===== src/hw/iob_apb_pkg.sv =====
`default_nettype none

package iob_apb_pkg;

   // Bus widths
   localparam int ADDR_W = 12;  // Byte address
   localparam int DATA_W = 32;
   localparam int STRB_W = DATA_W / 8;  // One strobe per byte

   // Peripheral select field in the byte address
   localparam int SLV_SEL_HI = 11;
   localparam int SLV_SEL_LO = 10;
   localparam int SLV_SEL_W  = SLV_SEL_HI - SLV_SEL_LO + 1;

   localparam logic [SLV_SEL_W-1:0] SLV_REGFILE = 2'd0;  // 0x000 - 0x3FF
   localparam logic [SLV_SEL_W-1:0] SLV_TIMER   = 2'd1;  // 0x400 - 0x7FF

   // Register bank
   localparam int RF_DEPTH = 8;
   localparam int RF_IDX_W = $clog2(RF_DEPTH);  // Word index from address bits 4..2

   // Timer register map, byte offsets within its window
   localparam int TMR_OFS_W = 4;
   localparam logic [TMR_OFS_W-1:0] TMR_CTRL_OFS  = 4'h0;
   localparam logic [TMR_OFS_W-1:0] TMR_COUNT_OFS = 4'h4;
   localparam logic [TMR_OFS_W-1:0] TMR_CMP_OFS   = 4'h8;
   localparam logic [TMR_OFS_W-1:0] TMR_STAT_OFS  = 4'hC;

   // Control register bits
   localparam int TMR_CTRL_EN_BIT    = 0;  // Count enable
   localparam int TMR_CTRL_IRQEN_BIT = 1;  // Interrupt enable

   // Timer access latency
   localparam int TMR_WAIT   = 1;  // Wait states per access
   localparam int TMR_WAIT_W = $clog2(TMR_WAIT + 1);

endpackage

`default_nettype wire


===== src/hw/apb_if.sv =====
`timescale 1ns/100ps
`default_nettype none

interface apb_if import iob_apb_pkg::*; ();

   logic [ADDR_W-1:0] paddr;
   logic              psel;
   logic              penable;
   logic              pwrite;
   logic [DATA_W-1:0] pwdata;
   logic [STRB_W-1:0] pstrb;
   logic [DATA_W-1:0] prdata;
   logic              pready;

   // Requester side
   modport master (
      output paddr,
      output psel,
      output penable,
      output pwrite,
      output pwdata,
      output pstrb,
      input  prdata,
      input  pready
   );

   // Completer side
   modport slave (
      input  paddr,
      input  psel,
      input  penable,
      input  pwrite,
      input  pwdata,
      input  pstrb,
      output prdata,
      output pready
   );

endinterface

`default_nettype wire


===== src/hw/iob2apb.sv =====
`timescale 1ns/100ps
`default_nettype none

module iob2apb import iob_apb_pkg::*; (
   input  logic              clk_i,
   input  logic              reset_i,
   // IOb slave side
   input  logic              iob_avalid_i,
   input  logic [ADDR_W-1:0] iob_addr_i,
   input  logic [DATA_W-1:0] iob_wdata_i,
   input  logic [STRB_W-1:0] iob_wstrb_i,
   output logic              iob_rvalid_o,
   output logic [DATA_W-1:0] iob_rdata_o,
   output logic              iob_ready_o,
   // APB master side
   apb_if.master             apb
);

   typedef enum logic {
      ST_IDLE,
      ST_XFER
   } state_t;

   state_t state_q;
   state_t state_nxt;

   // Next values of the registered outputs
   logic              sel_nxt;
   logic              enable_nxt;
   logic              write_nxt;
   logic              ready_nxt;
   logic              rvalid_nxt;
   logic [ADDR_W-1:0] addr_nxt;
   logic [DATA_W-1:0] wdata_nxt;
   logic [STRB_W-1:0] strb_nxt;
   logic [DATA_W-1:0] rdata_nxt;

   logic accept;  // Request taken this edge
   logic done;    // APB access phase completes this edge

   assign accept = iob_avalid_i & iob_ready_o;
   assign done   = apb.penable & apb.pready;

   always_comb begin
      // Hold everything by default, rvalid is a pulse
      state_nxt  = state_q;
      sel_nxt    = apb.psel;
      enable_nxt = apb.penable;
      write_nxt  = apb.pwrite;
      ready_nxt  = iob_ready_o;
      rvalid_nxt = 1'b0;
      addr_nxt   = apb.paddr;
      wdata_nxt  = apb.pwdata;
      strb_nxt   = apb.pstrb;
      rdata_nxt  = iob_rdata_o;

      case (state_q)
         ST_IDLE: begin
            if (accept) begin
               addr_nxt  = iob_addr_i;
               wdata_nxt = iob_wdata_i;
               strb_nxt  = iob_wstrb_i;
               write_nxt = |iob_wstrb_i;  // Any strobe bit makes it a write
               sel_nxt   = 1'b1;          // Setup phase starts
               ready_nxt = 1'b0;
               state_nxt = ST_XFER;
            end
         end
         ST_XFER: begin
            enable_nxt = 1'b1;
            // Ready is only looked at once penable is up
            if (done) begin
               rdata_nxt  = apb.prdata;
               rvalid_nxt = 1'b1;
               ready_nxt  = 1'b1;
               sel_nxt    = 1'b0;
               enable_nxt = 1'b0;
               state_nxt  = ST_IDLE;
            end
         end
         default: state_nxt = ST_IDLE;
      endcase
   end

   // Control registers
   always_ff @(posedge clk_i) begin
      if (reset_i) begin
         state_q      <= ST_IDLE;
         apb.psel     <= 1'b0;
         apb.penable  <= 1'b0;
         apb.pwrite   <= 1'b0;
         iob_ready_o  <= 1'b1;  // Ready for a request out of reset
         iob_rvalid_o <= 1'b0;
      end else begin
         state_q      <= state_nxt;
         apb.psel     <= sel_nxt;
         apb.penable  <= enable_nxt;
         apb.pwrite   <= write_nxt;
         iob_ready_o  <= ready_nxt;
         iob_rvalid_o <= rvalid_nxt;
      end
   end

   // Payload registers
   always_ff @(posedge clk_i) begin
      apb.paddr   <= addr_nxt;
      apb.pwdata  <= wdata_nxt;
      apb.pstrb   <= strb_nxt;
      iob_rdata_o <= rdata_nxt;
   end

endmodule

`default_nettype wire


===== src/hw/apb_decoder.sv =====
`timescale 1ns/100ps
`default_nettype none

module apb_decoder import iob_apb_pkg::*; (
   apb_if.slave  up,   // From the bridge
   apb_if.master rf,   // To the register bank
   apb_if.master tmr   // To the timer
);

   logic [SLV_SEL_W-1:0] sel;

   assign sel = up.paddr[SLV_SEL_HI:SLV_SEL_LO];

   // Register bank bus, psel gated by its window
   assign rf.paddr   = up.paddr;
   assign rf.psel    = up.psel & (sel == SLV_REGFILE);
   assign rf.penable = up.penable;
   assign rf.pwrite  = up.pwrite;
   assign rf.pwdata  = up.pwdata;
   assign rf.pstrb   = up.pstrb;

   // Timer bus
   assign tmr.paddr   = up.paddr;
   assign tmr.psel    = up.psel & (sel == SLV_TIMER);
   assign tmr.penable = up.penable;
   assign tmr.pwrite  = up.pwrite;
   assign tmr.pwdata  = up.pwdata;
   assign tmr.pstrb   = up.pstrb;

   // Response mux
   always_comb begin
      case (sel)
         SLV_REGFILE: begin
            up.prdata = rf.prdata;
            up.pready = rf.pready;
         end
         SLV_TIMER: begin
            up.prdata = tmr.prdata;
            up.pready = tmr.pready;
         end
         default: begin
            // Hole in the map, finish at once with zero data
            up.prdata = '0;
            up.pready = 1'b1;
         end
      endcase
   end

endmodule

`default_nettype wire


===== src/hw/apb_regfile.sv =====
`timescale 1ns/100ps
`default_nettype none

module apb_regfile import iob_apb_pkg::*; (
   input  logic  clk_i,
   input  logic  reset_i,
   apb_if.slave  apb
);

   logic [DATA_W-1:0]   regs [RF_DEPTH];
   logic [RF_IDX_W-1:0] idx;
   logic                wr_en;

   // Word index, upper address bits alias the same bank
   assign idx = apb.paddr[RF_IDX_W+1:2];

   // No wait states, every access phase is the completing one
   assign wr_en = apb.psel & apb.penable & apb.pwrite;

   always_ff @(posedge clk_i) begin
      if (reset_i) begin
         for (int i = 0; i < RF_DEPTH; i++) begin
            regs[i] <= '0;
         end
      end else if (wr_en) begin
         for (int b = 0; b < STRB_W; b++) begin
            if (apb.pstrb[b]) begin
               regs[idx][8*b +: 8] <= apb.pwdata[8*b +: 8];  // Byte lane b
            end
         end
      end
   end

   // Writes return zero
   assign apb.prdata = apb.pwrite ? '0 : regs[idx];
   assign apb.pready = 1'b1;

endmodule

`default_nettype wire


===== src/hw/apb_timer.sv =====
`timescale 1ns/100ps
`default_nettype none

module apb_timer import iob_apb_pkg::*; (
   input  logic  clk_i,
   input  logic  reset_i,
   apb_if.slave  apb,
   output logic  irq_o
);

   logic [1:0]            ctrl_q;   // Enable and interrupt enable
   logic [DATA_W-1:0]     count_q;
   logic [DATA_W-1:0]     cmp_q;
   logic                  flag_q;   // Sticky compare match
   logic [TMR_WAIT_W-1:0] wait_q;   // Access cycles already stalled
   logic [TMR_OFS_W-1:0]  ofs;
   logic                  access;
   logic                  wr_en;
   logic                  match;

   assign ofs    = {apb.paddr[TMR_OFS_W-1:2], 2'b00};
   assign access = apb.psel & apb.penable;
   assign wr_en  = access & apb.pready & apb.pwrite;  // Strobes are ignored
   assign match  = ctrl_q[TMR_CTRL_EN_BIT] & (count_q == cmp_q);

   // Wait-state generator, pready goes high after TMR_WAIT access cycles
   always_ff @(posedge clk_i) begin
      if (reset_i) begin
         apb.pready <= 1'b0;
         wait_q     <= '0;
      end else if (access && apb.pready) begin
         apb.pready <= 1'b0;  // Transfer ends on this edge
         wait_q     <= '0;
      end else if (access) begin
         if (wait_q == TMR_WAIT_W'(TMR_WAIT - 1)) begin
            apb.pready <= 1'b1;
         end else begin
            wait_q <= wait_q + 1'b1;
         end
      end
   end

   always_ff @(posedge clk_i) begin
      if (reset_i) begin
         ctrl_q  <= '0;
         count_q <= '0;
         cmp_q   <= '0;
         flag_q  <= 1'b0;
         irq_o   <= 1'b0;
      end else begin
         if (wr_en && ofs == TMR_CTRL_OFS) ctrl_q <= apb.pwdata[1:0];
         if (wr_en && ofs == TMR_CMP_OFS) cmp_q <= apb.pwdata;

         // A load beats the increment
         if (wr_en && ofs == TMR_COUNT_OFS) begin
            count_q <= apb.pwdata;
         end else if (ctrl_q[TMR_CTRL_EN_BIT]) begin
            count_q <= count_q + 1'b1;
         end

         // Write one to clear, a new match wins
         if (match) begin
            flag_q <= 1'b1;
         end else if (wr_en && ofs == TMR_STAT_OFS && apb.pwdata[0]) begin
            flag_q <= 1'b0;
         end

         irq_o <= flag_q & ctrl_q[TMR_CTRL_IRQEN_BIT];
      end
   end

   // Read mux
   always_comb begin
      case (ofs)
         TMR_CTRL_OFS:  apb.prdata = {{(DATA_W-2){1'b0}}, ctrl_q};
         TMR_COUNT_OFS: apb.prdata = count_q;
         TMR_CMP_OFS:   apb.prdata = cmp_q;
         TMR_STAT_OFS:  apb.prdata = {{(DATA_W-1){1'b0}}, flag_q};
         default:       apb.prdata = '0;
      endcase
   end

endmodule

`default_nettype wire


===== src/hw/iob_apb_top.sv =====
`timescale 1ns/100ps
`default_nettype none

module iob_apb_top import iob_apb_pkg::*; (
   input  logic              clk_i,
   input  logic              reset_i,
   // IOb host port
   input  logic              iob_avalid_i,
   input  logic [ADDR_W-1:0] iob_addr_i,
   input  logic [DATA_W-1:0] iob_wdata_i,
   input  logic [STRB_W-1:0] iob_wstrb_i,
   output logic              iob_rvalid_o,
   output logic [DATA_W-1:0] iob_rdata_o,
   output logic              iob_ready_o,
   output logic              irq_o         // Timer interrupt
);

   apb_if apb_up ();   // Bridge to decoder
   apb_if apb_rf ();   // Decoder to register bank
   apb_if apb_tmr ();  // Decoder to timer

   iob2apb u_bridge (
      .clk_i       (clk_i),
      .reset_i     (reset_i),
      .iob_avalid_i(iob_avalid_i),
      .iob_addr_i  (iob_addr_i),
      .iob_wdata_i (iob_wdata_i),
      .iob_wstrb_i (iob_wstrb_i),
      .iob_rvalid_o(iob_rvalid_o),
      .iob_rdata_o (iob_rdata_o),
      .iob_ready_o (iob_ready_o),
      .apb         (apb_up.master)
   );

   apb_decoder u_decoder (
      .up (apb_up.slave),
      .rf (apb_rf.master),
      .tmr(apb_tmr.master)
   );

   apb_regfile u_regfile (
      .clk_i  (clk_i),
      .reset_i(reset_i),
      .apb    (apb_rf.slave)
   );

   apb_timer u_timer (
      .clk_i  (clk_i),
      .reset_i(reset_i),
      .apb    (apb_tmr.slave),
      .irq_o  (irq_o)
   );

endmodule

`default_nettype wire


===== config.mk =====
export PLATFORM = sky130hd
export DESIGN_NAME = iob_apb_top
export DESIGN_NICKNAME = d
export VERILOG_FILES = /design/src/hw/iob_apb_pkg.sv /design/src/hw/apb_if.sv /design/src/hw/iob2apb.sv /design/src/hw/apb_decoder.sv /design/src/hw/apb_regfile.sv /design/src/hw/apb_timer.sv /design/src/hw/iob_apb_top.sv
export SDC_FILE = /design/constraint.sdc
export NUM_CORES = 1
export LEC_CHECK = 0
export ABC_AREA = 1
export BUFFER_PORTS_ARGS = -buffer_cell sky130_fd_sc_hd__buf_4
export CORE_AREA = 5 5 200 202
export DETAILED_ROUTE_END_ITERATION = 8
export DIE_AREA = 0 0 205 207
export PLACE_DENSITY = 0.73
export SYNTH_ARGS = -nofsm -noshare
export SYNTH_HDL_FRONTEND = slang
export SYNTH_SLANG_ARGS = --single-unit

===== constraint.sdc =====
create_clock -name clk_i -period 4.6 [get_ports clk_i]
set_clock_uncertainty 0.05 [all_clocks]
set_input_delay 1.15 -clock clk_i [delete_from_list [all_inputs] [get_ports clk_i]]
set_output_delay 1.15 -clock clk_i [all_outputs]
set_load 0.02 [all_outputs]

==> metrics.yaml, run 1 <==
outcome: "completed"
endpoint_kind: "flip-flop"
period_share: 0.728
drt_wl_total_um: 52500
insertion_delay_ns: 0.55
cts_setup_buffers: 0
syn_nets: 2041
start_util: 0.492
timing.final.ws_setup_ns: 1.25
comb_power_share: 0.091
cts_resized: 0
final_common_cell: "nor2_1"
p_sw_frac: 0.246
port_buffers: 78
hold_viol: 0
syn_area_sq_mm: 0.0187
tns_ns: 0
cts.sinks: 407
finalSetupViolCount: 0
power.share.clock: 0.416
netlist.area_leader.share: 0.527
cell_internal_pwr_uw: 6430
critPathArrivalTime_ns: 3.59
syn_to_final_growth_pct: 12.9
cts-htree-levels: 2
worstPathCellList: "clkinv_2, buf_12, o21ai_0, o21ai_0, o211ai_1, nand2_1"
clock_tree.root_cell: "clkbuf_16"
synth_simple_gate_area_frac: 0.223
dp_hpwl_um: 34900
drt.antenna.violating_nets: 0
cts_hold_buf: 0
synthAdderAreaFrac: 0.000668
ys_seq_area_frac: 0.610
critPathRequiredTime_ns: 4.84
p_leak_uw: 0.00839
synth_area_leaders: "edfxtp_1, nor2_1, dfxtp_1, nand2_1, o21ai_0"
drtIter0Drc: 2235
ys_seq_elements: 407
powerDensity_mw_per_mm2: 403
synth_top_family_by_area: "simple AND/OR/NAND/NOR gates"
ys_types: 37
slowest_delay_ns: 0.88
cp_max_fo: 65
switching_power_uw: 2090
ys_warn_count: 0
rows: 72
maxCapViolations: 0
gp_congestion: 0.962
cts_buffers: 42
cts_tree: "built"
seqPwrFrac: 0.494
grt_overflow: 0
design_area_sq_mm: 0.0212
dpl-instance-area_sq_mm: 0.0197
crit_type: "flip-flop to flip-flop"
core-area_sq_mm: 0.0381
grt_max_degree: 71
drive_gt1_frac: 0.106
vias: 14864
grt_pass1_wl_um: 80000
clkTransAtPathRegs_ns: 0.06
fillCellCount: 3234
multi_input_area_sq_mm: 0.00638
fmax_ghz: 0.298
synth_compound_area_frac: 0.110
grt_setup_unrepaired: "no"
max-vdd-ir-drop_mv: 0.363
io_pins: 86
dieArea_sq_mm: 0.0424
placed_cells: 2506
grt_pass1_vias: 13900
post-route-drc-count: 0
period_needed_ns: 3.35
critical_path.most_common_cell: "o21ai_0"
hold_class: "flip-flop to flip-flop"
postSynthCellCount: 1989
max_slew_margin: 0.223
synthXorXnorAreaFrac: 0.00514
grt_usage: 0.242
drt_first_pass_iters: 6
antenna_found_initial: 0
crit_slowest_cell: "clkinv_2"
worstMarginPinSlew_ns: 1.16
muxShareOfSynthArea: 0.000601
fin_cells: 2584
num-nets-final: 2084
layout_common_cells: "nor2_1, edfxtp_1, nand2_1"
slew_violations: 0
wl_per_cell_um: 20.3
seqCellArea_sq_mm: 0.0114
crit_path_start_kind: "flip-flop"
die_w_um: 205
fp.dieH_um: 207
place_ws_ns: 1.29
cts_buffer_depth: 3
diodes: 0
drt-vias-per-instance: 5.75
yosysTopAreaCell: "edfxtp_1"
syn_area_per_cell_sq_um: 9.42
path summary, 6_finish.rpt:
kind                                startpoint                       end  slack, ns  cells past startpoint
worst max-delay path                 flip-flop  u_bridge.iob_rdata_o[12]       1.25                      6
worst min-delay path            u_timer.flag_q            u_timer.flag_q       0.43                      2
worst max register to register       flip-flop  u_bridge.iob_rdata_o[12]       1.25                      6
worst min register to register  u_timer.flag_q            u_timer.flag_q       0.43                      2
state kept, by name, summed over array words and instances, names as in the netlist, 2 cells and up, named ones only:
| signal | count |
|---|---|
| u_timer.cmp_q | 32 |
| u_timer.count_q | 32 |
| u_bridge.apb.pwdata | 32 |
| u_timer.ctrl_q | 2 |
| u_bridge.apb.paddr | 5 |
| u_regfile.regs | 256 |
| u_bridge.apb.pstrb | 4 |
| u_bridge.iob_rdata_o | 32 |
metrics by stage:
step,utilization,total power (uW),hold slack [ns]
final,0.555,8520,0.431
after global routing,0.555,8770,0.457
after CTS,0.555,8520,0.428
after detailed placement,0.518,5040,0.418
after global placement,0.518,5020,0.411
after floorplan,-,4730,0.379
logic make-up (layout without fill, tap and decap cells):
logic type / after synthesis / count (layout)
and+or+nand+nor: 966 / 966
DFF: 407 / 407
AOI/OAI and AO/OA: 369 / 369
buffers and inverters: 234 / 311
xor gates and xnor gates: 11 / 11
adders and majority gates: 1 / 1
muxes: 1 / 1
routing by layer:
layer,track usage,up-vias,wire [um]
li1,-,6833,-
met1,0.355,7032,21300
met2,0.375,895,23900
met3,0.0433,104,5810
met4,0.0651,0,1420
met5,0,-,0
critical path, delay by kind of cell (launching register included):
family                 cells  cell delay (ns)
AND/OR/NAND/NOR            1             0.09
AO/OA/AOI/OAI              3             0.79
flip-flops                 1             0.73
buffers and inverters      2             1.37
layout make-up:
class	instances	area share
Inverter	140	0.0249
Sequential cell	407	0.541
Tap cell	518	0.0306
Clock buffer	59	0.0576
Multi-Input combinational cell	1348	0.302
Timing Repair Buffer	93	0.0342
Clock inverter	19	0.0102
power by group through the flow:
stage	Clock (uW)	Combinational (uW)	Sequential [uW]
after floorplan	0	506	4220
after global placement	0	742	4280
after detailed placement	0	756	4280
after CTS	3560	761	4210
after global routing	3710	839	4220
final	3540	772	4210
cell usage after synthesis:
library cell  instances
edfxtp_1            329
a31oi_1               4
clkinv_1              4
o21ai_1               7
xnor2_1               5
a21oi_1              59
nor3_2                1
nand4_1              23
ha_1                  1
mux2_2                1
buf_6                 3
nand3_1              66
buf_2                25
nand3_2               1
clkbuf_1             57
nor2_2                9
o22ai_1              31
xor2_1                6
nor3_1                5
a221oi_1              1
nand2_4              32
nand3_4               1
clkbuf_2              1
inv_1               132
dfxtp_1              78
o21ai_0             200
o211ai_1             66
nand2_1             298
inv_2                 4
nor4_1                1
nor2_1              516
nand3b_1              2
nor2_8                4
nand2_2               1
buf_1                 8
o221ai_1              1
nor2_4                6
Note: power is estimated with default switching activity, not from simulation.
==> inputs of run 2 (changes only) <==
==> constraint.sdc (replaced) <==
create_clock -name clk_i -period 3.5 [get_ports clk_i]
set_clock_uncertainty 0.05 [all_clocks]
set_input_delay 0.875 -clock clk_i [delete_from_list [all_inputs] [get_ports clk_i]]
set_output_delay 0.875 -clock clk_i [all_outputs]
set_load 0.02 [all_outputs]
==> run 2 against run 1 <==
  * Clock power rose by 25%
  * First-iteration DRC count shrank 19%
  * Largest power group unchanged
  * Core utilization grew 0.13 points
  * Highest routed layer unchanged
  * Critical path type unchanged
==> metrics.yaml, run 2 (synthesis gave the netlist of run 1 again) <==
outcome: "completed"
grt_pass1_vias: 13987
fillCellCount: 3276
grt_overflow: 0
start_util: 0.492
drt.antenna.violating_nets: 0
max_slew_margin: 0.355
period_needed_ns: 2.48
vias: 14805
clock_tree.root_cell: "clkbuf_16"
core-area_sq_mm: 0.0381
syn_to_final_growth_pct: 13.2
grt_busiest_layer: "met2"
slew_violations: 0
drt_wl_total_um: 54000
grt_usage: 0.247
cts_hold_buf: 0
use_met3: 0.0549
wl_per_cell_um: 20.8
max-vdd-ir-drop_mv: 0.371
drtIter0Drc: 1812
period_share: 0.709
critPathRequiredTime_ns: 3.66
dieArea_sq_mm: 0.0424
cts_resized: 0
cts_setup_buffers: 0
num-nets-final: 2098
cts_buffers: 42
finalSetupViolCount: 0
insertion_delay_ns: 0.56
die_w_um: 205
drive_gt1_frac: 0.113
crit_path_start_kind: "flip-flop"
grt_pass1_wl_um: 80600
layout_common_cells: "nor2_1, edfxtp_1, nand2_1"
design_area_sq_mm: 0.0212
final_util: 0.557
grtUsageMet1: 0.351
p_leak_uw: 0.00842
io_pins: 86
cts_buffer_depth: 3
post-route-drc-count: 0
slowest_delay_ns: 0.59
fp.dieH_um: 207
endpoint_kind: "flip-flop"
grt_max_degree: 129
cp_max_fo: 9
fmax_ghz: 0.403
powerDensity_mw_per_mm2: 519
clkTransAtPathRegs_ns: 0.06
dpl-instance-area_sq_mm: 0.0199
crit_type: "flip-flop to flip-flop"
antenna_found_initial: 0
cts-htree-levels: 2
grtUsageMet2: 0.382
tns_ns: 0
largest_register_ffs: 256
diodes: 0
cts.sinks: 407
reg2reg_slack_ns: 1.02
final_common_cell: "nor2_1"
worstMarginPinSlew_ns: 0.967
cts_tree: "built"
hold_class: "flip-flop to flip-flop"
place_ws_ns: 0.670
rows: 72
worstPathCellList: "inv_1, nor2_2, buf_4, nand2_4, nand2_1"
port_buffers: 78
crit_slowest_cell: "edfxtp_1"
critPathArrivalTime_ns: 2.65
maxCapViolations: 0
drt_first_pass_iters: 6
drt-vias-per-instance: 5.70
grt_setup_unrepaired: "no"
timing.final.ws_setup_ns: 1.02
dp_hpwl_um: 36700
gp_congestion: 0.977
hold_viol: 0
top_register: "u_regfile.regs"
-- run 2: area by class of cell --
type	count	area (sq um)	share of cell area
clock buffer	62	1230	0.0580
multi-input combinational	1348	6380	0.301
tap	518	648	0.0305
timing repair buffer	107	853	0.0402
sequential	407	11400	0.540
clock inverter	15	125	0.00590
inverter	140	527	0.0248
-- run 2: per-stage QoR --
step           instances  hold slack, ns  total power (uW)
2_1_floorplan       1989           0.379              6210
3_3_place_gp        2520           0.413              6640
3_5_place_dp        2520           0.415              6660
4_1_cts             2597           0.425             11000
5_1_grt             2597           0.438             11300
6_report            2597           0.423             11000
-- run 2: worst max-delay path: cells and delay by family, from the launching register on --
kind	cells	cell delay, ns
and+or+nand+nor	3	0.92
buffers and inverters	2	0.58
DFF	1	0.59
-- run 2: power by group --
part	internal [uW]	switching, uW	total (uW)
registers	5390	123	5520
logic	278	787	1060
clock network	2580	1840	4420
total	8250	2750	11000
-- run 2: per-layer routing --
layer | wire length [um] | share of wire | up-vias
met4 | 1630 | 0.030 | 0
met5 | 0 | 0 | -
met3 | 5680 | 0.11 | 107
li1 | - | - | 6851
met1 | 22000 | 0.41 | 7067
met2 | 24600 | 0.46 | 780
-- run 2: path summary, 6_finish.rpt --
path                                             from                    to  cells past startpoint
worst max-delay path            u_bridge.apb.paddr[4]  u_regfile.regs[4][5]                      5
worst min-delay path                   u_timer.flag_q        u_timer.flag_q                      2
worst max register to register  u_bridge.apb.paddr[4]  u_regfile.regs[4][5]                      5
worst min register to register         u_timer.flag_q        u_timer.flag_q                      2
==> inputs of run 3 (changes only) <==
--- a/config.mk
+++ b/config.mk
@@ -10,7 +10,7 @@
 export CORE_AREA = 5 5 200 202
 export DETAILED_ROUTE_END_ITERATION = 8
 export DIE_AREA = 0 0 205 207
-export PLACE_DENSITY = 0.73
+export PLACE_DENSITY = 0.76
 export SYNTH_ARGS = -nofsm -noshare
 export SYNTH_HDL_FRONTEND = slang
 export SYNTH_SLANG_ARGS = --single-unit
==> constraint.sdc (replaced) <==
create_clock -name clk_i -period 2 [get_ports clk_i]
set_clock_uncertainty 0.05 [all_clocks]
set_input_delay 0.5 -clock clk_i [delete_from_list [all_inputs] [get_ports clk_i]]
set_output_delay 0.5 -clock clk_i [all_outputs]
set_load 0.02 [all_outputs]
==> run 3 against run 2 <==
  * Register-to-register slack worse by 0.97 ns
  * Flip-flop and latch count stayed put
  * Via count up 3.6%
  * Setup slack got worse by 0.97 ns
  * Power rose by 73%
  * Die area stayed put
  * Non-clock buffer count grew 106
  * Clock power rose by 64%
  * Sequential power is 74% higher
  * Final area rose by 5.2%
  * Wire length increased by 1.5%
  * Critical endpoint is now u_bridge.iob_rdata_o[1]
==> metrics.yaml, run 3 (synthesis gave the netlist of run 1 again) <==
clkTransAtPathRegs_ns: 0.06
diodes: 0
route.met2.wl_um: 25300
crit_path_start_kind: "flip-flop"
cts_tree: "built"
cp_max_fo: 51
clock_tree.root_cell: "clkbuf_16"
fillCellCount: 3164
tns_ns: 0
critPathArrivalTime_ns: 2.20
critPathRequiredTime_ns: 2.24
max_slew_margin: 0.679
dieArea_sq_mm: 0.0424
syn_to_final_growth_pct: 19.1
drt_wl_total_um: 54800
comb_power_share: 0.113
cts_buffer_depth: 3
insertion_delay_ns: 0.55
routed.top_layer: "met5"
antenna_found_initial: 1
fin_hold_ws_ns: 0.0787
drt_first_pass_iters: 7
drt.antenna.violating_nets: 0
hold_class: "primary input to flip-flop"
io_pins: 86
seqPwrFrac: 0.506
hold_viol: 0
p_leak_uw: 0.00897
drt-vias-per-instance: 5.69
wirelength_met1_um: 21400
grt_overflow: 0
outcome: "completed"
power.share.clock: 0.381
die_w_um: 205
rows: 72
cts-htree-levels: 2
maxCapViolations: 0
largest_register_ffs: 256
cts.sinks: 407
fp.dieH_um: 207
finalSetupViolCount: 0
grt_pass1_wl_um: 82800
cts_buffers: 41
multi_input_area_sq_mm: 0.00647
drtIter0Drc: 1907
post-route-drc-count: 0
max-vdd-ir-drop_mv: 0.673
wl_met3_um: 6510
endpoint_kind: "flip-flop"
fmax_ghz: 0.511
worstMarginPinSlew_ns: 0.477
period_share: 0.979
grt_setup_unrepaired: "yes"
drive_gt1_frac: 0.164
wl_per_cell_um: 20.3
port_buffers: 78
switching_power_uw: 4830
seqCellArea_sq_mm: 0.0114
grt_usage: 0.251
powerDensity_mw_per_mm2: 851
crit_type: "flip-flop to flip-flop"
core-area_sq_mm: 0.0381
gp_congestion: 1.02
p_sw_frac: 0.254
num-nets-final: 2203
dp_hpwl_um: 38800
top_register: "u_regfile.regs"
vias: 15341
period_needed_ns: 1.96
layout_common_cells: "nor2_1, edfxtp_1, nand2_1"
grt_pass1_vias: 14595
slew_violations: 0
final_common_cell: "nor2_1"
cell_internal_pwr_uw: 14200
grt_max_degree: 67
start_util: 0.492
==> run 3: cell type report <==
class / instances / area share
multi-input cells: 1348 / 0.290
clock inverters: 10 / 0.00196
inverters: 140 / 0.0238
repair buffers: 213 / 0.0896
clock buffers: 61 / 0.0529
flip-flops and latches: 407 / 0.513
well taps: 518 / 0.0290
==> run 3: repair_timing <==
action	in CTS	in global routing
resized for setup	4	38
pin swaps	0	1
hold buffers	0	0
setup buffers	0	6
hold endpoints to repair	0	0
endpoints found under the setup margin	28	300
==> run 3: critical path: stages, from the launching register on <==
cell and delay, ns:
dfxtp_4 0.37, clkinv_2 0.09, buf_12 0.23, buf_6 0.21
nor2_1 0.07, o211ai_1 0.26, o211ai_1 0.17, o21ai_0 0.22
==> run 3: final timing paths <==
kind	startpoint	to	slack (ns)	cells past startpoint
worst min register to register	u_timer.flag_q	u_timer.flag_q	0.43	2
worst max register to register	flip-flop	u_bridge.iob_rdata_o[1]	0.04	7
worst min-delay path	iob_addr_i[10]	u_bridge.apb.paddr[10]	0.08	1
worst max-delay path	flip-flop	u_bridge.iob_rdata_o[1]	0.04	7
==> run 3: metal layers <==
layer  vias up  GRT usage
met5         -          0
met4         2     0.0711
met3       124     0.0513
met2       938      0.398
met1      7217      0.354
li1       7060          -
==> run 3: stage by stage <==
stage,util,instance area [sq um],std cells,power (uW),worst slack (ns)
finish,0.586,22300,2697,19000,0.0422
global route,0.586,22300,2697,19500,-0.0816
CTS,0.582,22200,2692,18900,-0.00297
detailed placement,0.549,20900,2621,11900,-0.215
global placement,0.549,20900,2621,11800,-0.145
floorplan,-,18700,1989,10900,0.0334
==> run 3: power by group through the flow <==
stage / Combinational [uW] / Clock, uW / Sequential, uW
2_1_floorplan: 1160 / 0 / 9710
3_3_place_gp: 2020 / 0 / 9770
3_5_place_dp: 2070 / 0 / 9780
4_1_cts: 2080 / 7260 / 9610
5_1_grt: 2300 / 7610 / 9630
6_report: 2140 / 7240 / 9610
